===== src/source/radar_pkg.sv =====
package radar_pkg;

	////////////////////////////////////////////////////////////
	// scalar types
	////////////////////////////////////////////////////////////

	// unsigned raster counter, wide enough for any line or frame total
	typedef logic [10:0] count_t;

	// signed display coordinate, x centred and y counting upward
	typedef logic signed [11:0] coord_t;

	// signed squared distance and wide intermediate products
	typedef logic signed [31:0] dist_t;

	// rgb colour, 8 bits per channel, red in the top byte
	typedef logic [23:0] color_t;

	////////////////////////////////////////////////////////////
	// pixel bundles
	////////////////////////////////////////////////////////////

	// sync and blank, delayed together with every pixel
	typedef struct packed {
		logic hsync;
		logic vsync;
		logic blank;
	} video_sync_t;

	// output of coord_map
	typedef struct packed {
		video_sync_t sync;
		coord_t      x;
		coord_t      y;
	} coord_px_t;

	// output of grid_render
	typedef struct packed {
		video_sync_t sync;
		coord_t      x;
		coord_t      y;
		logic        on_grid;
	} grid_px_t;

	// final video output
	typedef struct packed {
		video_sync_t sync;
		color_t      pixel;
	} video_out_t;

	// syncs inactive high, blank asserted
	localparam video_sync_t SYNC_IDLE = '{hsync: 1'b1, vsync: 1'b1, blank: 1'b1};

endpackage


===== src/source/coord_map.sv =====
`timescale 1ns/1ps

module coord_map import radar_pkg::*; #(
	parameter int H_ACTIVE = 640,
	parameter int V_ACTIVE = 480
) (
	input  logic        clk,
	input  logic        arst_n,
	input  count_t      hcount,
	input  count_t      vcount,
	input  video_sync_t sync_in,
	output coord_px_t   px
);

	// x origin at the middle of the line
	localparam coord_t X_CENTER = coord_t'(H_ACTIVE / 2);
	// bottom visible row maps to y = 0
	localparam coord_t Y_TOP    = coord_t'(V_ACTIVE - 1);

	video_sync_t sync_q;
	coord_t      x_q;
	coord_t      y_q;

	// sync side of the stage
	always_ff @(posedge clk or negedge arst_n) begin
		if (!arst_n) begin
			sync_q <= SYNC_IDLE;
		end else begin
			sync_q <= sync_in;
		end
	end

	// coordinates, zero extend the counts before going signed
	always_ff @(posedge clk) begin
		x_q <= $signed({1'b0, hcount}) - X_CENTER;
		// flip vertically so y grows toward the top of the screen
		y_q <= Y_TOP - $signed({1'b0, vcount});
	end

	assign px = '{sync: sync_q, x: x_q, y: y_q};

endmodule


===== src/source/grid_render.sv =====
`timescale 1ns/1ps

module grid_render import radar_pkg::*; #(
	parameter int LEFT_BORDER   = -240,
	parameter int RIGHT_BORDER  = 240,
	parameter int TOP_BORDER    = 460,
	parameter int BOTTOM_BORDER = 16,
	parameter int LINE_WIDTH    = 1
) (
	input  logic      clk,
	input  logic      arst_n,
	input  coord_px_t px_in,
	output grid_px_t  px_out
);

	////////////////////////////////////////////////////////////
	// geometry constants
	////////////////////////////////////////////////////////////

	// frame extends this far outside the border lines
	localparam int BORDER_WIDTH = 3;

	localparam coord_t X_LEFT   = coord_t'(LEFT_BORDER);
	localparam coord_t X_RIGHT  = coord_t'(RIGHT_BORDER);
	localparam coord_t Y_TOP    = coord_t'(TOP_BORDER);
	localparam coord_t Y_BOTTOM = coord_t'(BOTTOM_BORDER);
	localparam coord_t X_LEFT_OUT   = coord_t'(LEFT_BORDER - BORDER_WIDTH);
	localparam coord_t X_RIGHT_OUT  = coord_t'(RIGHT_BORDER + BORDER_WIDTH);
	localparam coord_t Y_TOP_OUT    = coord_t'(TOP_BORDER + BORDER_WIDTH);
	localparam coord_t Y_BOTTOM_OUT = coord_t'(BOTTOM_BORDER - BORDER_WIDTH);

	// arc tolerance on d^2 widens with radius, else outer arcs break up
	localparam int ROUND_1 = 64;
	localparam int ROUND_2 = 128;
	localparam int ROUND_4 = 256;

	localparam dist_t ARC_RADIUS_SQ [0:6] = '{
		dist_t'(32 * 32), dist_t'(64 * 64), dist_t'(96 * 96), dist_t'(128 * 128),
		dist_t'(160 * 160), dist_t'(192 * 192), dist_t'(224 * 224)
	};
	localparam int ARC_ROUNDING [0:6] = '{
		ROUND_1, ROUND_2, ROUND_2, ROUND_2, ROUND_4, ROUND_4, ROUND_4
	};

	// tan 15 ~ 17/64, tan 75 ~ 240/64, tan 45 is exact
	localparam int TAN15_NUM = 17;
	localparam int TAN75_NUM = 240;
	localparam int TAN_SHIFT = 6;

	// steep lines need a wider window in y
	localparam int RADIAL_ROUND = 3;

	localparam dist_t LINE_HALF  = dist_t'(LINE_WIDTH);
	localparam dist_t STEEP_HALF = dist_t'(LINE_WIDTH * RADIAL_ROUND);

	// true when delta lies in [-half, half]
	function automatic logic within_window(input dist_t delta, input dist_t half);
		return (delta >= -half) && (delta <= half);
	endfunction

	////////////////////////////////////////////////////////////
	// grid detection
	////////////////////////////////////////////////////////////

	logic  on_border;
	logic  out_of_border;
	logic  on_arc;
	logic  on_radial;
	logic  on_grid_d;
	dist_t x_wide;
	dist_t y_eff;
	dist_t dist_sq;
	dist_t tan15;
	dist_t tan45;
	dist_t tan75;

	always_comb begin
		// frame band and the region past it
		on_border = (px_in.x >= X_RIGHT) || (px_in.x <= X_LEFT) ||
			(px_in.y >= Y_TOP) || (px_in.y <= Y_BOTTOM);
		out_of_border = (px_in.x > X_RIGHT_OUT) || (px_in.x < X_LEFT_OUT) ||
			(px_in.y > Y_TOP_OUT) || (px_in.y < Y_BOTTOM_OUT);

		// polar origin sits on the bottom border at x = 0
		x_wide  = dist_t'(px_in.x);
		y_eff   = dist_t'(px_in.y) - dist_t'(BOTTOM_BORDER);
		dist_sq = (x_wide * x_wide) + (y_eff * y_eff);

		on_arc = 1'b0;
		for (int i = 0; i < 7; i++) begin
			on_arc = on_arc | within_window(dist_sq - ARC_RADIUS_SQ[i],
				dist_t'(LINE_WIDTH * ARC_ROUNDING[i]));
		end

		// y of each line at this x, arithmetic shift keeps the sign
		tan15 = (x_wide * dist_t'(TAN15_NUM)) >>> TAN_SHIFT;
		tan45 = x_wide;
		tan75 = (x_wide * dist_t'(TAN75_NUM)) >>> TAN_SHIFT;

		// minus y for 15/45/75, plus y for the mirrored 165/135/105
		on_radial = within_window(tan15 - y_eff, LINE_HALF) |
			within_window(tan15 + y_eff, LINE_HALF) |
			within_window(tan45 - y_eff, LINE_HALF) |
			within_window(tan45 + y_eff, LINE_HALF) |
			within_window(tan75 - y_eff, STEEP_HALF) |
			within_window(tan75 + y_eff, STEEP_HALF);

		// nothing is drawn during blank or past the frame
		on_grid_d = !px_in.sync.blank && !out_of_border &&
			(on_border || on_arc || on_radial);
	end

	////////////////////////////////////////////////////////////
	// output register
	////////////////////////////////////////////////////////////

	video_sync_t sync_q;
	logic        on_grid_q;
	coord_t      x_q;
	coord_t      y_q;

	always_ff @(posedge clk or negedge arst_n) begin
		if (!arst_n) begin
			sync_q    <= SYNC_IDLE;
			on_grid_q <= 1'b0;
		end else begin
			sync_q    <= px_in.sync;
			on_grid_q <= on_grid_d;
		end
	end

	// coordinates ride along for the target stage
	always_ff @(posedge clk) begin
		x_q <= px_in.x;
		y_q <= px_in.y;
	end

	assign px_out = '{sync: sync_q, x: x_q, y: y_q, on_grid: on_grid_q};

endmodule


===== src/source/radar_display_top.sv =====
`timescale 1ns/1ps

module radar_display_top import radar_pkg::*; #(
	// raster timing
	parameter int     H_ACTIVE      = 640,
	parameter int     H_FRONT       = 16,
	parameter int     H_SYNC        = 96,
	parameter int     H_BACK        = 48,
	parameter int     V_ACTIVE      = 480,
	parameter int     V_FRONT       = 10,
	parameter int     V_SYNC        = 2,
	parameter int     V_BACK        = 33,
	// grid geometry in display coordinates
	parameter int     LEFT_BORDER   = -240,
	parameter int     RIGHT_BORDER  = 240,
	parameter int     TOP_BORDER    = 460,
	parameter int     BOTTOM_BORDER = 16,
	parameter int     LINE_WIDTH    = 1,
	// colours and marker size
	parameter color_t GRID_COLOR    = 24'hFF_00_00,
	parameter color_t BLANK_COLOR   = 24'h00_00_00,
	parameter color_t TARGET_COLOR  = 24'h00_FF_00,
	parameter int     TARGET_HALF   = 2
) (
	input  logic       clk,
	input  logic       arst_n,
	input  logic       target_load,
	input  logic       target_clear,
	input  coord_t     target_x,
	input  coord_t     target_y,
	output video_out_t video
);

	count_t      hcount;
	count_t      vcount;
	video_sync_t scan_sync;
	coord_px_t   coord_px;
	grid_px_t    grid_px;

	////////////////////////////////////////////////////////////
	// scan -> coords -> grid -> target, one register per stage
	////////////////////////////////////////////////////////////

	raster_scan #(
		.H_ACTIVE(H_ACTIVE), .H_FRONT(H_FRONT), .H_SYNC(H_SYNC), .H_BACK(H_BACK),
		.V_ACTIVE(V_ACTIVE), .V_FRONT(V_FRONT), .V_SYNC(V_SYNC), .V_BACK(V_BACK)
	) raster_scan_inst (
		.clk(clk), .arst_n(arst_n), .hcount(hcount), .vcount(vcount), .sync(scan_sync)
	);

	coord_map #(
		.H_ACTIVE(H_ACTIVE), .V_ACTIVE(V_ACTIVE)
	) coord_map_inst (
		.clk(clk), .arst_n(arst_n), .hcount(hcount), .vcount(vcount),
		.sync_in(scan_sync), .px(coord_px)
	);

	grid_render #(
		.LEFT_BORDER(LEFT_BORDER), .RIGHT_BORDER(RIGHT_BORDER),
		.TOP_BORDER(TOP_BORDER), .BOTTOM_BORDER(BOTTOM_BORDER), .LINE_WIDTH(LINE_WIDTH)
	) grid_render_inst (
		.clk(clk), .arst_n(arst_n), .px_in(coord_px), .px_out(grid_px)
	);

	target_mark #(
		.GRID_COLOR(GRID_COLOR), .BLANK_COLOR(BLANK_COLOR),
		.TARGET_COLOR(TARGET_COLOR), .TARGET_HALF(TARGET_HALF)
	) target_mark_inst (
		.clk(clk), .arst_n(arst_n), .target_load(target_load), .target_clear(target_clear),
		.target_x(target_x), .target_y(target_y), .px_in(grid_px), .video(video)
	);

endmodule


===== src/source/raster_scan.sv =====
`timescale 1ns/1ps

module raster_scan import radar_pkg::*; #(
	parameter int H_ACTIVE = 640,
	parameter int H_FRONT  = 16,
	parameter int H_SYNC   = 96,
	parameter int H_BACK   = 48,
	parameter int V_ACTIVE = 480,
	parameter int V_FRONT  = 10,
	parameter int V_SYNC   = 2,
	parameter int V_BACK   = 33
) (
	input  logic        clk,
	input  logic        arst_n,
	output count_t      hcount,
	output count_t      vcount,
	output video_sync_t sync
);

	// last count of a line and of a frame
	localparam count_t H_LAST = count_t'(H_ACTIVE + H_FRONT + H_SYNC + H_BACK - 1);
	localparam count_t V_LAST = count_t'(V_ACTIVE + V_FRONT + V_SYNC + V_BACK - 1);

	// sync windows sit right after the front porch
	localparam count_t H_SYNC_START = count_t'(H_ACTIVE + H_FRONT);
	localparam count_t H_SYNC_END   = count_t'(H_ACTIVE + H_FRONT + H_SYNC);
	localparam count_t V_SYNC_START = count_t'(V_ACTIVE + V_FRONT);
	localparam count_t V_SYNC_END   = count_t'(V_ACTIVE + V_FRONT + V_SYNC);

	// edge of the active area
	localparam count_t H_VISIBLE = count_t'(H_ACTIVE);
	localparam count_t V_VISIBLE = count_t'(V_ACTIVE);

	logic   line_end;
	logic   frame_end;
	count_t h_next;
	count_t v_next;

	// next raster position
	always_comb begin
		line_end  = (hcount == H_LAST);
		frame_end = (vcount == V_LAST);
		h_next    = line_end ? '0 : hcount + count_t'(1);
		if (line_end) begin
			// vertical count only steps at the end of a line
			v_next = frame_end ? '0 : vcount + count_t'(1);
		end else begin
			v_next = vcount;
		end
	end

	// counters and syncs are registered from the same next position
	// so sync always describes the counts presented with it
	always_ff @(posedge clk or negedge arst_n) begin
		if (!arst_n) begin
			hcount <= '0;
			vcount <= '0;
			sync   <= SYNC_IDLE;
		end else begin
			hcount     <= h_next;
			vcount     <= v_next;
			// active low sync pulses
			sync.hsync <= !((h_next >= H_SYNC_START) && (h_next < H_SYNC_END));
			sync.vsync <= !((v_next >= V_SYNC_START) && (v_next < V_SYNC_END));
			// blank outside the visible rectangle
			sync.blank <= (h_next >= H_VISIBLE) || (v_next >= V_VISIBLE);
		end
	end

endmodule


===== src/source/target_mark.sv =====
`timescale 1ns/1ps

module target_mark import radar_pkg::*; #(
	parameter color_t GRID_COLOR   = 24'hFF_00_00,
	parameter color_t BLANK_COLOR  = 24'h00_00_00,
	parameter color_t TARGET_COLOR = 24'h00_FF_00,
	parameter int     TARGET_HALF  = 2
) (
	input  logic       clk,
	input  logic       arst_n,
	input  logic       target_load,
	input  logic       target_clear,
	input  coord_t     target_x,
	input  coord_t     target_y,
	input  grid_px_t   px_in,
	output video_out_t video
);

	// marker reaches this far from its centre on each axis
	localparam dist_t MARK_HALF = dist_t'(TARGET_HALF);

	logic   tgt_en;
	coord_t tgt_x;
	coord_t tgt_y;

	////////////////////////////////////////////////////////////
	// target state
	////////////////////////////////////////////////////////////

	// load has priority over clear
	always_ff @(posedge clk or negedge arst_n) begin
		if (!arst_n) begin
			tgt_en <= 1'b0;
		end else if (target_load) begin
			tgt_en <= 1'b1;
		end else if (target_clear) begin
			tgt_en <= 1'b0;
		end
	end

	// position only matters while enabled
	always_ff @(posedge clk) begin
		if (target_load) begin
			tgt_x <= target_x;
			tgt_y <= target_y;
		end
	end

	////////////////////////////////////////////////////////////
	// colour select
	////////////////////////////////////////////////////////////

	dist_t  dx;
	dist_t  dy;
	logic   on_target;
	color_t pixel_d;

	always_comb begin
		// widen before subtracting so far pixels cannot wrap into the box
		dx = dist_t'(px_in.x) - dist_t'(tgt_x);
		dy = dist_t'(px_in.y) - dist_t'(tgt_y);
		on_target = tgt_en &&
			(dx >= -MARK_HALF) && (dx <= MARK_HALF) &&
			(dy >= -MARK_HALF) && (dy <= MARK_HALF);

		// blank, then target, then grid
		if (px_in.sync.blank) begin
			pixel_d = BLANK_COLOR;
		end else if (on_target) begin
			pixel_d = TARGET_COLOR;
		end else if (px_in.on_grid) begin
			pixel_d = GRID_COLOR;
		end else begin
			pixel_d = BLANK_COLOR;
		end
	end

	always_ff @(posedge clk or negedge arst_n) begin
		if (!arst_n) begin
			video <= '{sync: SYNC_IDLE, pixel: BLANK_COLOR};
		end else begin
			video <= '{sync: px_in.sync, pixel: pixel_d};
		end
	end

endmodule


===== config.mk =====
export PLATFORM = sky130hd
export DESIGN_NAME = radar_display_top
export DESIGN_NICKNAME = d
export VERILOG_FILES = /design/src/source/radar_pkg.sv /design/src/source/coord_map.sv /design/src/source/grid_render.sv /design/src/source/radar_display_top.sv /design/src/source/raster_scan.sv /design/src/source/target_mark.sv
export SDC_FILE = /design/constraint.sdc
export NUM_CORES = 1
export LEC_CHECK = 0
export BUFFER_PORTS_ARGS = -buffer_cell sky130_fd_sc_hd__buf_2
export CAP_MARGIN = 25
export CORE_MARGIN = 4
export CORE_UTILIZATION = 50
export CTS_CLUSTER_DIAMETER = 120
export CTS_CLUSTER_SIZE = 20
export DETAILED_ROUTE_END_ITERATION = 12
export GPL_ROUTABILITY_DRIVEN = 0
export PLACE_DENSITY = 0.66
export SLEW_MARGIN = 20
export SYNTH_ARGS = -nofsm -noshare
export SYNTH_HDL_FRONTEND = slang
export SYNTH_SLANG_ARGS = --single-unit

===== constraint.sdc =====
create_clock -name clk -period 17.17 [get_ports clk]
set_input_delay 3.434 -clock clk [delete_from_list [all_inputs] [get_ports clk]]
set_output_delay 3.434 -clock clk [all_outputs]
set_load 0.01 [all_outputs]

== Word level (Yosys, flattened, before mapping) ==
Cells that the tools add are included.

* Output and inout port bits: 27
* Flip-flop bits (word level): 132
* Logic and storage cells: 148
* Input port bits: 28

* $lt $le $gt $ge: 44
* Reductions and logical operators: 35
* Add/subtract/negate cells: 21
* Multiply operators: 4
* Multiplexer cells: 8
* Equal/unequal tests: 2
* Bitwise gates (word level): 11

{| class="wikitable"
|+ Operator list
! cell !! number
|-
| greater-or-equal comparator 32 x 1 -> 1 bit (second input constant) || 4
|-
| <= comparator 32 x 2 -> 1 bit (second input constant) || 4
|-
| <= comparator 32 x 3 -> 1 bit (second input constant) || 4
|-
| greater-or-equal comparator 32 x 8 -> 1 bit (second input constant) || 3
|-
| greater-or-equal comparator 32 x 9 -> 1 bit (second input constant) || 3
|-
| <= comparator 32 x 10 -> 1 bit (second input constant) || 3
|-
| <= comparator 32 x 9 -> 1 bit (second input constant) || 3
|-
| two-way mux 24 bit || 3
|-
| greater-or-equal comparator 32 x 2 -> 1 bit (second input constant) || 2
|-
| greater-or-equal comparator 32 x 3 -> 1 bit (second input constant) || 2
|-
| subtractor 32 x 16 -> 32 bit (second input constant) || 2
|-
| subtractor 32 x 17 -> 32 bit (second input constant) || 2
|-
| two-way mux 11 bit || 3
|-
| adder 32 bit || 1
|-
| greater-or-equal comparator 32 x 7 -> 1 bit (second input constant) || 1
|-
| <= comparator 32 x 8 -> 1 bit (second input constant) || 1
|-
| subtractor 32 x 12 -> 32 bit (second input constant) || 1
|-
| subtractor 32 x 14 -> 32 bit (second input constant) || 1
|-
| subtractor 32 x 15 -> 32 bit (second input constant) || 1
|-
| adder 12 x 13 -> 14 bit || 2
|-
| subtractor 12 x 13 -> 14 bit || 2
|-
| multiplier 13 x 13 -> 26 bit || 1
|-
| subtractor 12 x 12 -> 13 bit || 2
|-
| multiplier 12 x 12 -> 24 bit || 1
|-
| 27 further kinds || 73
|}

== Longest topological paths before layout ==
* Depth in word-level cells: 15
* Mapped depth: 46
* Gate-level depth less buffers: 43

== By module ==
From an unflattened synthesis, not the netlist that was laid out.

* Cells, all modules: 3023
* Area, all modules: 26208.9 um^2

{| class="wikitable"
|+ Modules (own cells, without submodules)
! module !! times used !! area an instance (um^2) !! cells each
|-
| grid_render || 1 || 21520.6 || 2563
|-
| target_mark || 1 || 2517.4 || 259
|-
| raster_scan || 1 || 1428.9 || 147
|-
| coord_map || 1 || 742.0 || 54
|}

== Worst setup path after synthesis ==
No wires, ideal clock.

* Path type: register to register
* From: reg coord_map_inst.y_q[4]
* To: reg grid_render_inst.on_grid_q
* Arrival time: 10.494 ns
* Clock period less this slack: 10.576 ns
* Library setup time: 0.082 ns
* Data required time: 17.088 ns
* Path slack: 6.594 ns
* Stages on the path, launching flop included: 44
* Cells stage by stage: dfxtp_1 -> clkbuf_1 -> inv_1 -> ha_1 -> xor2_1 -> clkinv_1 -> nor2_1 -> fa_1 -> fa_1 -> inv_1 -> fa_1 -> inv_1 -> ha_1 -> inv_1 -> fa_1 -> inv_1 -> ha_1 -> ha_1 -> [... 8 more ...] -> o41ai_1 -> o21bai_1 -> xor2_1 -> ha_1 -> clkbuf_1 -> o21ai_1 -> a21oi_1 -> a221o_1 -> or3_1 -> o2bb2ai_2 -> xnor2_1 -> or4_1 -> or4_1 -> or4_1 -> o32ai_1 -> nand4b_1 -> a2111oi_2 -> a31oi_1

* Cells in the longest elaborated chain, start to end: 15
* Elaborated cells on any way between the ends: 79
* Those cells by class: add/sub (15); mul (1); order compare (30); bitwise (11); reduce/logical (22)

{| class="wikitable"
|+ Ends and longest elaborated chain
! what !! line !! RTL
|-
| start: declaration || coord_map.sv:22 || <nowiki>coord_t y_q;</nowiki>
|-
| start signal: assignment || coord_map.sv:37 || <nowiki>y_q <= Y_TOP - $signed({1'b0, vcount});</nowiki>
|-
| subtractor 12 x 6 -> 13 bit || grid_render.sv:86 || <nowiki>y_eff = dist_t'(px_in.y) - dist_t'(BOTTOM_BORDER);</nowiki>
|-
| multiplier 13 x 13 -> 26 bit || grid_render.sv:87 || <nowiki>dist_sq = (x_wide * x_wide) + (y_eff * y_eff);</nowiki>
|-
| adder 32 bit || grid_render.sv:87 ||
|-
| subtractor 32 x 12 -> 32 bit or subtractor 32 x 14 -> 32 bit (tied branches) || grid_render.sv:91 || <nowiki>on_arc = on_arc | within_window(dist_sq - ARC_RADIUS_SQ[i],</nowiki>
|-
| greater-or-equal comparator 32 x 7 -> 1 bit (tied with other cells) || grid_render.sv:58 || <nowiki>return (delta >= -half) && (delta <= half);</nowiki>
|-
| logical AND 1 bit || grid_render.sv:58 ||
|-
| bitwise OR 1 bit (6 in series) || grid_render.sv:91 ||
|-
| logical OR 1 bit (2 in series) || grid_render.sv:110 || <nowiki>(on_border || on_arc || on_radial);</nowiki>
|-
| logical AND 1 bit * || grid_render.sv:109 || <nowiki>on_grid_d = !px_in.sync.blank && !out_of_border &&</nowiki>
|-
| via grid_render_inst.on_grid_d || grid_render.sv:69 || <nowiki>logic on_grid_d;</nowiki>
|-
| end signal: assignment || grid_render.sv:128 || <nowiki>on_grid_q <= on_grid_d;</nowiki>
|-
| end: declaration || grid_render.sv:118 || <nowiki>logic on_grid_q;</nowiki>
|}

The timed path passes the listed nets; every way through them passes the cells marked *.
A chain may end at the register's enable or synchronous reset.

== Final worst setup path ==
Same ends and word-level chain as after synthesis.

==> results.ini <==
[global_route]
grt_pass1_wl_um = 117000
grt_use_total_pct = 27.1
grt_max_degree = 39
grt_overflow = 0
grt_pass1_vias = 21700
antenna_found_initial = 1

[routing]
first_iter_violations = 2148
routedWlPerCell_um = 19.9
vias_per_cell = 5.86
ant_nets = 0
drtPass1Iterations = 8
drc_errors = 0
vias = 21800
wl_um = 73900

[synth]
synth_top_family_by_area = adder cells
synth-seq-cells = 110
yosysSeqAreaShare_pct = 10.4
synth_xor_area_share_pct = 8.44
postSynth.asyncResetShare_pct = 34.5
synthSimpleGateAreaFrac_pct = 16.8
postSynthCellCount = 3030
ys_types = 98
synth_compound_area_share_pct = 13.6
synthMuxAreaShare_pct = 1.02
synth-main-ff-cell = dfxtp_1
yosysTopAreaCell = fa_1
synth_top_area_share_pct = 23.1
yosys_warnings = 0
syn_avg_cell_area_um2 = 8.42
syn-cell-area_um2 = 25500
synth_edf_count = 24
synthTopCellsByArea = fa_1, ha_1, inv_1
synthAdderAreaFrac_pct = 40.5

[placement]
hpwl_um = 59700
placed_cells = 3699
place_ws_ps = 5670
port_buffers = 46

[final_layout]
area_growth_syn_to_layout_pct = 4.93
fill_cells = 4726
register_area_um2 = 2650
diodes = 0
multiInputGateArea_um2 = 20600
final_cells = 3715
nets = 3715
layout-drive-gt1-share_pct = 5.19

[timing]
worst_slew_pin_slew_ps = 1020
worst_slack_ps = 5460
hold_viol_final = 0
hold_ws_ps = 353
min_period_ps = 11710
finClkSkew_ps = 13.7
drv_slew = 0
tns_ps = 0
slew_headroom_pct = 31.2
rsz0062_at_grt = no
max_freq_mhz = 85.4
fin_crit_sh_pct = 68.2
setup_violations = 0

[run_status]
status = finished, final reports clean

[floorplan]
core_area_um2 = 50300
start_util_pct = 50.8
die_h_um = 234
die_w_um = 234
die_area_um2 = 54700
num_io_pins = 55
rows = 82

[worst_hold_path]
hold_class = flop to flop

[clock_network]
ctsResizeCount = 0
numCtsBuffers = 9
clockRootBuffer = clkbuf_16
cts-htree-levels = 3
ctsHoldBuffers = 0
cts_buffer_depth = 2
cts_sinks = 110
cts_tree = yes
post-cts-setup-buffer-count = 0
path_clk_slew_ps = 80
worst_skew_pair.late_latency_ps = 370

[setup_path]
cp.required_ps = 17390
worst_path_max_delay_cell = a2111oi_0
critPathMaxFanout = 20
max_stage_delay_ps = 800
start_kind = flop
worstSetupPathType = flop to flop
critPathCaptureType = flop
critPathArrivalTime_ps = 11930

[job]
maxCapViolations = 0

[power]
power_density_nw_per_um2 = 19.5
ir_drop_mv = 0.0517
leakage_nw = 13.2

[cell usage in the layout, fill, tap and decap left out, types with 36 or more instances in the layout]
cell	n
inv_1	503
ha_1	355
fa_1	294
nor2_1	238
nand2_1	191
xnor2_1	178
a21oi_1	148
o21ai_0	110
nor3_1	86
nand3_1	74
xor2_1	68
dfxtp_1	47
buf_2	46
nor4_1	38
buf_4	36
[where the power goes]
group / switching, mW / internal, mW / total, mW
clock network: 0.108 / 0.104 / 0.212
registers: 0.00156 / 0.271 / 0.272
logic: 0.0216 / 0.0156 / 0.0371
total: 0.131 / 0.391 / 0.521
[flip-flops by register name, summed over array words and instances, names as in the netlist, 5 cells and up]
name,count
target_mark_inst.tgt_y,12
grid_render_inst.x_q,12
target_mark_inst.tgt_x,12
coord_map_inst.y_q,12
raster_scan_inst.vcount,11
coord_map_inst.x_q,12
target_mark_inst.video,5
grid_render_inst.y_q,12
raster_scan_inst.hcount,11
[worst max-delay path, delay by kind of cell, from the launching register on]
family,cells,cell delay (ps)
AOI/OAI and AO/OA,10,2820
xor gates and xnor gates,3,1110
adders and majority gates,9,3900
buffers and inverters,6,1170
DFF,1,320
and+or+nand+nor,9,2190
[cells in the mapped netlist (8+ instances only)]
library cell and n:
a211oi_1 14, a21boi_0 14, a21o_1 33, a21oi_1 148, a31oi_1 28, and2_1 19
and3_1 19, buf_4 22, clkbuf_1 58, dfrtp_1 26, dfstp_2 12, dfxtp_1 48
edfxtp_1 24, fa_1 294, ha_1 355, inv_1 503, mux2i_1 17, nand2_1 191
nand2b_1 30, nand3_1 74, nand4_1 35, nor2_1 238, nor2b_1 34, nor3_1 86
nor3b_1 8, nor4_1 38, nor4b_1 9, o2111ai_1 8, o211ai_1 12, o21a_1 22
o21ai_0 110, o21bai_1 32, o31ai_1 12, or2_2 12, or3_1 25, or4_1 15
xnor2_1 178, xor2_1 68
[final timing paths]
check,endpoint,cells past startpoint,slack [ps],startpoint
hold / removal,target_mark_inst.video[25]$_DFF_PN1_,0,350,grid_render_inst.px_out[26]$_DFF_PN1_
min in group asynchronous,target_mark_inst.tgt_en$_DFFE_PN0P_,1,3170,arst_n
setup reg to reg,grid_render_inst.on_grid_q$_DFF_PN0_,37,5460,coord_map_inst.y_q[4]$_DFF_P_
hold reg to reg,target_mark_inst.video[25]$_DFF_PN1_,0,350,grid_render_inst.px_out[26]$_DFF_PN1_
setup / recovery,grid_render_inst.on_grid_q$_DFF_PN0_,37,5460,coord_map_inst.y_q[4]$_DFF_P_
max in group asynchronous,target_mark_inst.video[22]$_DFF_PN0_,1,13470,arst_n
[stage by stage]
stage	utilization (%)	power [mW]	instance area (µm²)
3_5_place_dp	52.6	0.314	26500
3_3_place_gp	52.6	0.313	26500
4_1_cts	53.3	0.528	26800
2_1_floorplan	-	0.304	25500
5_1_grt	53.3	0.541	26800
6_report	53.3	0.521	26800
[metal layers]
metal	wire length, µm	global-route usage [%]
met1	30600	36.0
met3	5610	3.44
met5	0	0
met4	4390	13.2
met2	33300	44.1
[final cells by class]
class | count | share of cell area, %
Sequential cell | 110 | 9.89
Tap cell | 672 | 3.14
Inverter | 510 | 7.15
Clock buffer | 9 | 0.841
Timing Repair Buffer | 82 | 1.87
Clock inverter | 7 | 0.322
Multi-Input combinational cell | 2325 | 76.8
[kinds of logic (layout without fill, tap and decap cells)]
family | count (synthesis) | count (layout)
AOI/OAI and AO/OA | 533 | 533
xor gates and xnor gates | 246 | 246
adders and majority gates | 649 | 649
buffers and inverters | 602 | 608
DFF | 110 | 110
muxes | 25 | 25
other | 1 | 8
and+or+nand+nor | 864 | 864
(Power assumes the default switching activity.)
